## src/rtl/jesd_loop_pkg.sv

```systemverilog
// Link geometry, control characters and sync threshold shared by every block of the loopback
`default_nettype none

package jesd_loop_pkg;

  // ****************************************
  // Sample and lane format
  // ****************************************

  // Every converter sample is carried as a 16-bit word
  localparam int np = 16;

  // Each lane moves four octets per device_clk cycle
  localparam int octets_per_lane = 4;

  // Width of one lane word in bits
  localparam int lane_w = octets_per_lane * 8;

  // ****************************************
  // Path geometry
  // ****************************************

  // Main receive path has four channels spread over four lanes
  localparam int main_m = 4;
  localparam int main_l = 4;
  localparam int main_s = 2;

  // Observation path is half as wide as the main path
  localparam int os_m = 2;
  localparam int os_l = 2;
  localparam int os_s = 2;

  // ****************************************
  // Code-group synchronization
  // ****************************************

  // K28.5 octet sent on every lane while the receiver requests SYNC
  localparam logic [7:0] k_char = 8'hBC;

  // Consecutive all-control words a lane must see before it is aligned
  localparam int sync_count = 4;

endpackage

`default_nettype wire

```

## src/rtl/tpl_framer.sv

```systemverilog
// Transport framer that packs channel samples into lane words, one register stage deep
`timescale 1ns/100ps
`default_nettype none

module tpl_framer #(
  parameter int m = jesd_loop_pkg::main_m,
  parameter int l = jesd_loop_pkg::main_l,
  parameter int s = jesd_loop_pkg::main_s
) (
  input  wire                                    device_clk,
  input  wire                                    rst,
  input  wire                                    enable,
  input  wire  [m*s*jesd_loop_pkg::np-1:0]       data,
  output logic [l*jesd_loop_pkg::lane_w-1:0]     lane_data
);

  // ****************************************
  // Octet bookkeeping
  // ****************************************

  // Octets held by one sample
  localparam int bytes_per_sample = jesd_loop_pkg::np / 8;

  // Octets in the whole frame of one clock cycle
  localparam int n_octets = m * s * bytes_per_sample;

  // Octets carried by one lane word
  localparam int opl = jesd_loop_pkg::octets_per_lane;

  // Frame in lane order, before the register
  logic [l*jesd_loop_pkg::lane_w-1:0] lane_map;

  // ****************************************
  // Lane mapping
  // ****************************************

  // The flattened sample vector is read as an octet stream, channel-major.
  // Sample t of the stream sits at data[np*t +: np], high octet first.
  // Lane k then takes stream octets 4k to 4k+3, the first one in the top
  // bits of the lane word, so the lane is read most significant octet first
  always_comb begin
    lane_map = '0;
    for (int o = 0; o < n_octets; o++) begin
      lane_map[jesd_loop_pkg::lane_w*(o/opl) + 8*(opl-1-(o%opl)) +: 8] =
        data[jesd_loop_pkg::np*(o/bytes_per_sample) +
             8*(bytes_per_sample-1-(o%bytes_per_sample)) +: 8];
    end
  end

  // ****************************************
  // Output register
  // ****************************************

  // A disabled path sends an all-zero frame so the far end sees silence
  always_ff @(posedge device_clk) begin
    if (rst) begin
      lane_data <= '0;
    end else if (!enable) begin
      lane_data <= '0;
    end else begin
      lane_data <= lane_map;
    end
  end

endmodule

`default_nettype wire

```

## src/rtl/link_tx.sv

```systemverilog
// Link transmitter that sends K characters during a SYNC request and framed data afterwards
`timescale 1ns/100ps
`default_nettype none

module link_tx #(
  parameter int l = jesd_loop_pkg::main_l
) (
  input  wire                                             device_clk,
  input  wire                                             rst,
  input  wire                                             sync_req,
  input  wire  [l*jesd_loop_pkg::lane_w-1:0]              lane_data,
  output logic [l*jesd_loop_pkg::lane_w-1:0]              tx_lane_data,
  output logic [l*jesd_loop_pkg::octets_per_lane-1:0]     tx_charisk
);

  // ****************************************
  // Control words
  // ****************************************

  // Number of octets across all lanes in one cycle
  localparam int n_octets = l * jesd_loop_pkg::octets_per_lane;

  // Every octet of every lane carries the sync character
  localparam logic [l*jesd_loop_pkg::lane_w-1:0] k_word = {n_octets{jesd_loop_pkg::k_char}};

  // Control flag for each octet, all set during code-group sync
  localparam logic [n_octets-1:0] k_flags = '1;

  // ****************************************
  // Output register
  // ****************************************

  // The receiver comes out of reset requesting SYNC, so the transmitter
  // starts in the same state and sends control words from the first cycle.
  // Once the request is released the framed lane words pass through with
  // all control flags cleared
  always_ff @(posedge device_clk) begin
    if (rst) begin
      tx_lane_data <= k_word;
      tx_charisk   <= k_flags;
    end else if (sync_req) begin
      tx_lane_data <= k_word;
      tx_charisk   <= k_flags;
    end else begin
      tx_lane_data <= lane_data;
      tx_charisk   <= '0;
    end
  end

  // ****************************************
  // Checks
  // ****************************************

  // Control and data octets are never mixed within one cycle.
  // The receiver relies on this when it qualifies whole words as data
  charisk_uniform_a : assert property (
    @(posedge device_clk) disable iff (rst)
    (tx_charisk == '0) || (tx_charisk == k_flags)
  ) else $error("tx_charisk mixes control and data octets: %h", tx_charisk);

endmodule

`default_nettype wire

```

## src/rtl/link_rx.sv

```systemverilog
// Link receiver that aligns on K characters per lane, drives SYNC and link-up, and marks data
`timescale 1ns/100ps
`default_nettype none

module link_rx #(
  parameter int l = jesd_loop_pkg::main_l
) (
  input  wire                                             device_clk,
  input  wire                                             rst,
  input  wire                                             resync,
  input  wire  [l*jesd_loop_pkg::lane_w-1:0]              tx_lane_data,
  input  wire  [l*jesd_loop_pkg::octets_per_lane-1:0]     tx_charisk,
  output logic [l*jesd_loop_pkg::lane_w-1:0]              rx_lane_data,
  output logic                                            rx_valid,
  output logic                                            sync_req,
  output logic                                            link_up
);

  // ****************************************
  // Declarations
  // ****************************************

  localparam int opl   = jesd_loop_pkg::octets_per_lane;
  localparam int cnt_w = $clog2(jesd_loop_pkg::sync_count + 1);

  // Saturation value of the per-lane counters
  localparam logic [cnt_w-1:0] cnt_max = cnt_w'(jesd_loop_pkg::sync_count);

  // Per-lane run length of all-control words
  logic [cnt_w-1:0] k_cnt [l];

  // Lane carries an all-control word this cycle
  logic [l-1:0] lane_k;

  // Lane has seen enough consecutive control words
  logic [l-1:0] lane_aligned;

  // ****************************************
  // Control word detection
  // ****************************************

  // A lane word counts as control only if every octet is flagged and
  // every octet holds the sync character
  always_comb begin
    for (int k = 0; k < l; k++) begin
      lane_k[k] = &tx_charisk[opl*k +: opl];
      for (int o = 0; o < opl; o++) begin
        if (tx_lane_data[jesd_loop_pkg::lane_w*k + 8*o +: 8] != jesd_loop_pkg::k_char) begin
          lane_k[k] = 1'b0;
        end
      end
      lane_aligned[k] = (k_cnt[k] == cnt_max);
    end
  end

  // ****************************************
  // Alignment counters
  // ****************************************

  // While the link is down, a data word breaks the run and the count
  // starts again. Once the link is up the counters simply hold
  always_ff @(posedge device_clk) begin
    for (int k = 0; k < l; k++) begin
      if (rst || resync) begin
        k_cnt[k] <= '0;
      end else if (!link_up) begin
        if (!lane_k[k]) begin
          k_cnt[k] <= '0;
        end else if (k_cnt[k] != cnt_max) begin
          k_cnt[k] <= k_cnt[k] + 1'b1;
        end
      end
    end
  end

  // ****************************************
  // Link state
  // ****************************************

  // All lanes aligned releases SYNC and brings the link up together.
  // A resync pulse drops the link and requests SYNC on the next cycle
  always_ff @(posedge device_clk) begin
    if (rst || resync) begin
      link_up  <= 1'b0;
      sync_req <= 1'b1;
    end else if (!link_up && (&lane_aligned)) begin
      link_up  <= 1'b1;
      sync_req <= 1'b0;
    end
  end

  // ****************************************
  // Data stage
  // ****************************************

  always_ff @(posedge device_clk) begin
    rx_lane_data <= tx_lane_data;
  end

  // Data is unmasked only on data words of a live link, and a resync in
  // the same cycle masks it as well so valid never outlives link-up
  always_ff @(posedge device_clk) begin
    if (rst) begin
      rx_valid <= 1'b0;
    end else begin
      rx_valid <= link_up && !resync && (tx_charisk == '0);
    end
  end

  // ****************************************
  // Checks
  // ****************************************

  valid_needs_link_a : assert property (
    @(posedge device_clk) disable iff (rst)
    rx_valid |-> link_up
  ) else $error("rx_valid high while link_up is low");

  // The SYNC request and link-up are exclusive states of the loop
  sync_excl_a : assert property (
    @(posedge device_clk) disable iff (rst)
    !(sync_req && link_up)
  ) else $error("sync_req and link_up both high");

endmodule

`default_nettype wire

```

## src/rtl/tpl_deframer.sv

```systemverilog
// Transport deframer that restores channel samples from lane words with a valid strobe
`timescale 1ns/100ps
`default_nettype none

module tpl_deframer #(
  parameter int m = jesd_loop_pkg::main_m,
  parameter int l = jesd_loop_pkg::main_l,
  parameter int s = jesd_loop_pkg::main_s
) (
  input  wire                                  device_clk,
  input  wire                                  rst,
  input  wire  [l*jesd_loop_pkg::lane_w-1:0]   rx_lane_data,
  input  wire                                  rx_valid,
  output logic [m*s*jesd_loop_pkg::np-1:0]     samples,
  output logic                                 valid
);

  // ****************************************
  // Octet bookkeeping
  // ****************************************

  localparam int bytes_per_sample = jesd_loop_pkg::np / 8;
  localparam int n_octets         = m * s * bytes_per_sample;
  localparam int opl              = jesd_loop_pkg::octets_per_lane;

  // Samples in channel-major order, before the register
  logic [m*s*jesd_loop_pkg::np-1:0] sample_map;

  // ****************************************
  // Lane unmapping
  // ****************************************

  // Exact inverse of the framer.
  // Stream octet o comes from lane o/4, counted from the top of the word,
  // and lands in sample o/2 with the even octet as the high byte
  always_comb begin
    sample_map = '0;
    for (int o = 0; o < n_octets; o++) begin
      sample_map[jesd_loop_pkg::np*(o/bytes_per_sample) +
                 8*(bytes_per_sample-1-(o%bytes_per_sample)) +: 8] =
        rx_lane_data[jesd_loop_pkg::lane_w*(o/opl) + 8*(opl-1-(o%opl)) +: 8];
    end
  end

  // ****************************************
  // Output register
  // ****************************************

  // Samples only load on valid words, so the last good frame stays visible
  always_ff @(posedge device_clk) begin
    if (rx_valid) begin
      samples <= sample_map;
    end
  end

  // Valid moves with the data through the same stage
  always_ff @(posedge device_clk) begin
    if (rst) begin
      valid <= 1'b0;
    end else begin
      valid <= rx_valid;
    end
  end

endmodule

`default_nettype wire

```

## src/rtl/jesd_loop_top.sv

```systemverilog
// Top level of the loopback that builds the main and observation link paths on device_clk
`timescale 1ns/100ps
`default_nettype none

module jesd_loop_top (
  input  wire                                                             device_clk,
  input  wire                                                             rst,

  input  wire                                                             main_enable,
  input  wire                                                             main_resync,
  input  wire  [jesd_loop_pkg::main_m*jesd_loop_pkg::main_s*jesd_loop_pkg::np-1:0] main_data,
  output wire  [jesd_loop_pkg::main_m*jesd_loop_pkg::main_s*jesd_loop_pkg::np-1:0] main_samples,
  output wire                                                             main_valid,
  output wire                                                             main_link_up,

  input  wire                                                             os_enable,
  input  wire                                                             os_resync,
  input  wire  [jesd_loop_pkg::os_m*jesd_loop_pkg::os_s*jesd_loop_pkg::np-1:0]     os_data,
  output wire  [jesd_loop_pkg::os_m*jesd_loop_pkg::os_s*jesd_loop_pkg::np-1:0]     os_samples,
  output wire                                                             os_valid,
  output wire                                                             os_link_up
);

  // ****************************************
  // Main path
  // ****************************************

  wire [jesd_loop_pkg::main_l*jesd_loop_pkg::lane_w-1:0]          main_lane_data;
  wire [jesd_loop_pkg::main_l*jesd_loop_pkg::lane_w-1:0]          main_tx_lane_data;
  wire [jesd_loop_pkg::main_l*jesd_loop_pkg::octets_per_lane-1:0] main_tx_charisk;
  wire [jesd_loop_pkg::main_l*jesd_loop_pkg::lane_w-1:0]          main_rx_lane_data;
  wire                                                            main_rx_valid;
  // SYNC request from the receiver back to the transmitter
  wire                                                            main_sync_req;

  tpl_framer #(
    .m (jesd_loop_pkg::main_m),
    .l (jesd_loop_pkg::main_l),
    .s (jesd_loop_pkg::main_s)
  ) i_main_framer (
    .device_clk (device_clk),
    .rst        (rst),
    .enable     (main_enable),
    .data       (main_data),
    .lane_data  (main_lane_data)
  );

  link_tx #(.l (jesd_loop_pkg::main_l)) i_main_link_tx (
    .device_clk   (device_clk),
    .rst          (rst),
    .sync_req     (main_sync_req),
    .lane_data    (main_lane_data),
    .tx_lane_data (main_tx_lane_data),
    .tx_charisk   (main_tx_charisk)
  );

  link_rx #(.l (jesd_loop_pkg::main_l)) i_main_link_rx (
    .device_clk   (device_clk),
    .rst          (rst),
    .resync       (main_resync),
    .tx_lane_data (main_tx_lane_data),
    .tx_charisk   (main_tx_charisk),
    .rx_lane_data (main_rx_lane_data),
    .rx_valid     (main_rx_valid),
    .sync_req     (main_sync_req),
    .link_up      (main_link_up)
  );

  tpl_deframer #(
    .m (jesd_loop_pkg::main_m),
    .l (jesd_loop_pkg::main_l),
    .s (jesd_loop_pkg::main_s)
  ) i_main_deframer (
    .device_clk   (device_clk),
    .rst          (rst),
    .rx_lane_data (main_rx_lane_data),
    .rx_valid     (main_rx_valid),
    .samples      (main_samples),
    .valid        (main_valid)
  );

  // ****************************************
  // Observation path
  // ****************************************

  wire [jesd_loop_pkg::os_l*jesd_loop_pkg::lane_w-1:0]            os_lane_data;
  wire [jesd_loop_pkg::os_l*jesd_loop_pkg::lane_w-1:0]            os_tx_lane_data;
  wire [jesd_loop_pkg::os_l*jesd_loop_pkg::octets_per_lane-1:0]   os_tx_charisk;
  wire [jesd_loop_pkg::os_l*jesd_loop_pkg::lane_w-1:0]            os_rx_lane_data;
  wire                                                            os_rx_valid;
  wire                                                            os_sync_req;

  tpl_framer #(
    .m (jesd_loop_pkg::os_m),
    .l (jesd_loop_pkg::os_l),
    .s (jesd_loop_pkg::os_s)
  ) i_os_framer (
    .device_clk (device_clk),
    .rst        (rst),
    .enable     (os_enable),
    .data       (os_data),
    .lane_data  (os_lane_data)
  );

  link_tx #(.l (jesd_loop_pkg::os_l)) i_os_link_tx (
    .device_clk   (device_clk),
    .rst          (rst),
    .sync_req     (os_sync_req),
    .lane_data    (os_lane_data),
    .tx_lane_data (os_tx_lane_data),
    .tx_charisk   (os_tx_charisk)
  );

  link_rx #(.l (jesd_loop_pkg::os_l)) i_os_link_rx (
    .device_clk   (device_clk),
    .rst          (rst),
    .resync       (os_resync),
    .tx_lane_data (os_tx_lane_data),
    .tx_charisk   (os_tx_charisk),
    .rx_lane_data (os_rx_lane_data),
    .rx_valid     (os_rx_valid),
    .sync_req     (os_sync_req),
    .link_up      (os_link_up)
  );

  tpl_deframer #(
    .m (jesd_loop_pkg::os_m),
    .l (jesd_loop_pkg::os_l),
    .s (jesd_loop_pkg::os_s)
  ) i_os_deframer (
    .device_clk   (device_clk),
    .rst          (rst),
    .rx_lane_data (os_rx_lane_data),
    .rx_valid     (os_rx_valid),
    .samples      (os_samples),
    .valid        (os_valid)
  );

endmodule

`default_nettype wire

```

## config.mk

```make
export PLATFORM = sky130hd
export DESIGN_NAME = jesd_loop_top
export DESIGN_NICKNAME = d
export VERILOG_FILES = /design/src/rtl/jesd_loop_pkg.sv /design/src/rtl/tpl_framer.sv /design/src/rtl/link_tx.sv /design/src/rtl/link_rx.sv /design/src/rtl/tpl_deframer.sv /design/src/rtl/jesd_loop_top.sv
export SDC_FILE = /design/constraint.sdc
export NUM_CORES = 1
export LEC_CHECK = 0
export ABC_CLOCK_PERIOD_IN_PS = 9650
export BUFFER_PORTS_ARGS = -buffer_cell sky130_fd_sc_hd__buf_2
export CORE_ASPECT_RATIO = 1.75
export CORE_MARGIN = 4
export CORE_UTILIZATION = 45
export CTS_CLUSTER_SIZE = 24
export DETAILED_ROUTE_END_ITERATION = 16
export HOLD_SLACK_MARGIN = 0.06
export PLACE_DENSITY = 0.67
export SYNTH_ARGS = -nofsm -noshare
export SYNTH_HDL_FRONTEND = slang
export SYNTH_SLANG_ARGS = --single-unit
export TNS_END_PERCENT = 100
```

## constraint.sdc

```tcl
create_clock -name device_clk -period 9.65 [get_ports device_clk]
set_input_delay 0.4825 -clock device_clk [delete_from_list [all_inputs] [get_ports device_clk]]
set_output_delay 0.4825 -clock device_clk [all_outputs]
set_load 0.005 [all_outputs]
```

==> flow_summary.ini, run 1 <==
[setup_path]
worst_path_max_delay_cell = buf_4
end_kind = flop
critical_path_class = input pin to flop
max_stage_delay_ns = 0.70
cp.required_ns = 9.90
worst-path-buf-inv = 2
crit_top_cell = buf_4
worstPathArrival_ns = 2.54
path_cells = buf_4, buf_4, nor2_1, and2_0, a21oi_1
cp-start-kind = input pin
r2r_setup_slack_ns = 7.51
critPathTopFamily = buffers and inverters
cp_max_fo = 82

[timing]
hold_violations = 0
maxSlewHeadroom_pct = 29.79
timing.final.crit_share_pct = 23.67
fin_tns_setup_ns = 0
rsz0062_at_grt = false
tightest_slew_ns = 1.053
max_clock_freq_mhz = 437.9
period_needed_ns = 2.284
skew_ns = 0.02100
setup_viol = 0
slew_viol_final = 0

[synth]
synth_commonest_cells = 586 x dfxtp_1, 264 x and2_1, 210 x edfxtp_1, 120 x or3_1, 53 x clkbuf_1
ys_seq_area_share_pct = 82.34
synthMostInstantiatedCell = dfxtp_1
async_flop_share_pct = 0
yosysTopAreaCellShare_pct = 53.55
synth_cell_types = 32
synth_fp_nets = 1630
syn_inst = 1420
synthesis.area_sq_um = 21910
synth.largest_area_cell = dfxtp_1
synth_seq_cells = 796
synth-main-ff-cell = dfxtp_1
synth_area_leaders = dfxtp_1 54%, edfxtp_1 29%, and2_1 7.5%
avgSynthCellArea_sq_um = 15.43
yosys_warnings = 0
synth-edff-count = 210

[cells_and_area]
nets = 2050
multi_input_area_sq_um = 3587
area_growth_syn_to_layout_pct = 23.17
drive_above_1_share_pct = 27.89
nFillCells = 3895
final_cells = 2547
seq_area_sq_um = 18040

[clock_network]
clk_pin_slew_ns = 0.07
cts_made_buffers = 66
cts_setup_buffers = 0
clock_path_buffers = 3
clock-sinks = 796
htree_levels = 3
cts_tree = yes
clock_latency_ns = 0.58
clockRootBuffer = clkbuf_16

[global_route]
first_global_vias = 11950
grt_max_degree = 129
track_usage_pct = 15.98
grt_pass1_wl_mm = 64.72
antenna_found_initial = 16
grt.overflow.total = 0

[status]
outcome = completed

[flow_run]
drv_cap = 0

[die]
num_rows = 106
die_area_sq_um = 52410
io_pins = 394
die_y_microns = 299.9
initial_core_util_pct = 45.63
fp.dieW_microns = 174.8
core_area_sq_um = 48010

[detailed_routing]
viasPerCell = 4.448
drt_iter0_markers = 321
wire_per_inst_microns = 16.60
post-route-drc-count = 0
ant_nets = 0
wl_mm = 42.28
drtPass1Iterations = 4
vias = 11330

[placed_design]
dp.cells = 2413
hpwl_mm = 29.85
place_congestion = 0.7871
io_buffers = 393

[power_and_ir_drop]
power_leakage_uw = 0.01078
peakVddDrop_uv = 172.9
powerDensity_nw_per_um2 = 235.7

[hold_path]
worstHoldPathType = input pin to flop
-- area by class of cell --
class / count / share of cell area [%]
Clock inverter: 38 / 1.897
Inverter: 17 / 0.2365
Antenna cell: 6 / 0.05565
Clock buffer: 83 / 6.858
Timing Repair Buffer: 408 / 7.781
Sequential cell: 796 / 66.87
Tap cell: 648 / 3.005
Multi-Input combinational cell: 551 / 13.29
-- timing repair --
action,CTS,global route
endpoints found under the hold margin,7,0
hold buffers,7,0
resized for setup,0,0
-- logic make-up (layout without fill, tap and decap cells) --
group | after synthesis | in the layout | share of synthesized area [%]
AOI/OAI and AO/OA | 13 | 13 | 0.5940
xor gates and xnor gates | 6 | 6 | 0.2399
buffers and inverters | 73 | 546 | 1.342
other | 0 | 6 | 0
adders and majority gates | 12 | 12 | 0.6854
DFF | 796 | 796 | 82.34
and+or+nand+nor | 520 | 520 | 14.80
-- power by group --
| group | switching (uW) | internal [uW] | total [uW] | leakage, uW |
|---|---|---|---|---|
| Sequential | 7.68 | 3440 | 3450 | 0.00661 |
| Clock | 1160 | 1650 | 2820 | 0.00116 |
| Combinational | 44.7 | 51.7 | 96.4 | 0.00301 |
-- placed cells by master (no fill, tap or decap), types with 7 or more instances in the layout --
master           n
bufinv_16       10
nand4b_1        24
clkinv_2        10
edfxtp_1       210
nand4_1         17
dlygate4sd3_1    7
inv_1           17
buf_4            9
nor3_1          14
dfxtp_1        583
nand2_1          8
clkbuf_16       70
nor2b_1          7
clkbuf_1         8
nor4_1          15
and2_1         264
buf_2          392
nor2_1          19
nand3_1         10
or3_1          120
ha_1            12
-- registers in the layout (all words and copies together), names as in the netlist --
| name | cells |
|---|---|
| i_os_link_rx.sync_req | 1 |
| i_main_link_rx.link_up | 1 |
| i_os_framer.lane_data | 64 |
| i_os_deframer.valid | 1 |
| i_os_deframer.samples | 64 |
| i_main_deframer.valid | 1 |
| i_main_link_rx.sync_req | 1 |
| i_os_link_tx.tx_lane_data | 64 |
| i_os_link_tx.tx_charisk | 1 |
| i_os_link_rx.k_cnt | 6 |
| i_main_link_rx.rx_lane_data | 128 |
| i_main_link_rx.rx_valid | 1 |
| i_main_link_tx.tx_charisk | 1 |
| i_main_link_tx.tx_lane_data | 128 |
| i_main_link_rx.k_cnt | 12 |
| i_main_deframer.samples | 128 |
| i_os_link_rx.link_up | 1 |
| i_main_framer.lane_data | 128 |
| i_os_link_rx.rx_valid | 1 |
| i_os_link_rx.rx_lane_data | 64 |
-- metal layers --
| metal | track usage, % | wire (microns) | vias to the layer above |
|---|---|---|---|
| met5 | 0 | 143 | - |
| met4 | 6.085 | 1203 | 18 |
| met1 | 15.12 | 14250 | 5225 |
| li1 | - | - | 5644 |
| met3 | 6.201 | 3786 | 98 |
| met2 | 30.61 | 22900 | 344 |
-- through the flow --
stage	worst slack (ns)	instance area (sq um)	utilization, %	hold slack (ns)	total power (uW)
finish	7.366	26980	56.20	0.09810	6359
global route	7.160	26980	56.19	0.06554	6583
CTS	7.348	26970	56.17	0.06016	6440
detailed placement	6.706	24530	51.10	0.3276	3618
global placement	6.810	24530	51.10	0.3267	3615
floorplan	6.066	21910	-	0.3224	3564
-- path summary, 6_finish.rpt --
path | start | end | depth (start not counted)
max | rst | i_main_link_rx.k_cnt[0][0] | 5
min | main_data[77] | i_main_framer.lane_data[93] | 2
max reg2reg | i_main_link_rx.rx_valid | i_main_deframer.samples[49] | 1
min reg2reg | i_main_link_tx.tx_lane_data[121] | i_main_link_rx.rx_lane_data[121] | 0
(Power assumes the default switching activity.)
==> inputs of run 2 (changes only) <==
ABC_CLOCK_PERIOD_IN_PS = 2200   (was 9650)
clock period = 2.2 ns   (was 9.65 ns; I/O delays follow)
==> run 2 against run 1 <==
Setup slack got worse by 7.0 ns. Via count increased by 9.1%. Combinational power increased to 7.4 times the previous value. Critical endpoint is now i_main_link_rx.sync_req. Highest routed layer unchanged. Clock skew about the same. Critical path depth decreased by 1. Critical path type is now flop to flop. First-iteration DRC count increased by 49%. Total power increased to 4.3 times the previous value. Cell area increased by 7.0%. Non-clock buffer count increased by 202. Sequential power increased to 4.4 times the previous value. Clock power increased to 4.2 times the previous value. Largest power group unchanged.
==> flow_summary.ini, run 2 (synthesized netlist as in run 1, its figures left out) <==
[flow_run]
drv_cap = 0

[global_route]
track_usage_pct = 17.91
grt.overflow.total = 0
first_global_vias = 13310
grt_pass1_wl_mm = 73.03
antenna_found_initial = 4
grt_max_degree = 129

[clock_network]
clock_latency_ns = 0.57
cts_setup_buffers = 0
htree_levels = 3
cts_resized = 0
clock_path_buffers = 3
clockRootBuffer = clkbuf_16
cts_tree = yes
clk_pin_slew_ns = 0.07
cts_made_buffers = 67
holdBufCountCts = 196
clock-sinks = 796

[die]
fp.dieW_microns = 174.8
initial_core_util_pct = 45.63
die_y_microns = 299.9
io_pins = 394
die_area_sq_um = 52410
num_rows = 106
core_area_sq_um = 48010

[power_and_ir_drop]
powerDensity_nw_per_um2 = 957.0
peakVddDrop_uv = 753.7
swShare_pct = 19.71
power_leakage_uw = 0.01157
p_switching_uw = 5447
combPwrFrac_pct = 2.6
p_clk_share_pct = 42.7
seq_power_share_pct = 54.7
power.internal_uw = 22190

[setup_path]
r2r_setup_slack_ns = 0.33
cp.required_ns = 2.71
worstSetupEndpoint = i_main_link_rx.sync_req
cp_max_fo = 29
worstPathArrival_ns = 2.38
r2r_cells = 4
r2r-end = i_main_link_rx.sync_req
cp-start-kind = flop
r2r-start = i_main_link_rx.sync_req
critPathLaunch = i_main_link_rx.sync_req
critical_path_class = flop to flop
end_kind = flop

[cells_and_area]
final_cells = 2751
utilization_pct = 60.15
final_common_cell = dfxtp_1
stdcell_area_sq_um = 28880
area_growth_syn_to_layout_pct = 31.84
final_cell_mix = 583 x dfxtp_1, 392 x buf_2, 264 x and2_1
drive_above_1_share_pct = 25.51
nets = 2253
nFillCells = 3636

[placed_design]
place_congestion = 0.7792
hpwl_mm = 31.16
dp.cells = 2426
io_buffers = 393
dpl_cell_area_sq_um = 24680

[timing]
slew_viol_final = 0
hold_violations = 0
setup_viol = 0
max_clock_freq_mhz = 534.1
period_needed_ns = 1.872
rsz0062_at_grt = false
maxSlewHeadroom_pct = 44.57
fin_tns_setup_ns = 0
timing.hold.ws_ns = 0.1334
timing.final.crit_share_pct = 85.11
skew_ns = 0.02145
tightest_slew_ns = 0.8305

[detailed_routing]
wire_per_inst_microns = 17.19
wl_mm = 47.28
ant_nets = 0
drt_iter0_markers = 478
viasPerCell = 4.494
drtPass1Iterations = 4
vias = 12360
post-route-drc-count = 0

[status]
outcome = completed

[hold_path]
worstHoldPathType = input pin to flop
==> run 2: cell types whose count changed in the layout (fill, tap and decap cells not counted) <==
| cell | before | now |
|---|---|---|
| clkinv_4 | 4 | 2 |
| clkinv_2 | 10 | 11 |
| clkbuf_1 | 8 | 12 |
| clkbuf_16 | 70 | 69 |
| inv_16 | 1 | 0 |
| inv_6 | 4 | 6 |
| clkinv_8 | 2 | 3 |
| bufinv_16 | 10 | 6 |
| buf_4 | 9 | 18 |
| buf_12 | 0 | 4 |
| clkinv_1 | 3 | 7 |
| clkbuf_8 | 5 | 3 |
| dlygate4sd3_1 | 7 | 196 |
==> run 2: final cells by class <==
class,instances,area (sq um),area share [%]
Tap cell,648,810.8,2.807
Multi-Input combinational cell,551,3587,12.42
Sequential cell,796,18040,62.48
Clock inverter,39,407.9,1.412
Inverter,17,63.81,0.2210
Antenna cell,6,15.01,0.05199
Timing Repair Buffer,610,4139,14.33
Clock buffer,84,1813,6.278
==> run 2: how the worst min path moves through the flow <==
stage	startpoint	endpoint	slack, ns	cells past startpoint
4_1_cts	rst	i_main_link_tx.tx_lane_data[60]	0.09	2
2_1_floorplan	os_resync	i_os_link_rx.rx_valid	0.19	1
5_1_grt	rst	i_main_link_tx.tx_lane_data[60]	0.13	2
3_5_place_dp	main_data[38]	i_main_framer.lane_data[54]	0.31	2
6_report	rst	i_main_link_tx.tx_lane_data[67]	0.13	2
3_3_place_gp	os_data[22]	i_os_framer.lane_data[6]	0.31	2
==> run 2: worst max-delay path: stages, from the launching register on <==
cell and delay [ns]:
dfxtp_2 0.67, buf_4 0.38, nor3_1 0.10, dlygate4sd3_1 0.58, nor2_1 0.08
==> run 2: power by group through the flow <==
stage	sequential (uW)	clock (uW)	combinational (uW)
3_5_place_dp	15500	0	432
2_1_floorplan	15400	0	194
6_report	15100	11800	717
5_1_grt	15100	12700	787
3_3_place_gp	15400	0	424
4_1_cts	15100	12100	714
==> run 2: per-stage QoR <==
stage / total power, uW / setup WS [ns]
after detailed placement: 15890 / 0.4831
after floorplan: 15630 / 0.09289
after global placement: 15870 / 0.5160
after global routing: 28580 / 0.2052
after CTS: 27960 / 0.2935
final: 27640 / 0.3275
==> run 2: routing by layer <==
layer  vias to the layer above  GRT usage [%]  wire (microns)
li1                       6063              -               -
met3                       104          5.182            3373
met4                         2          7.433            1713
met2                       411          34.21           25780
met1                      5782          17.94           16400
met5                         -              0              13
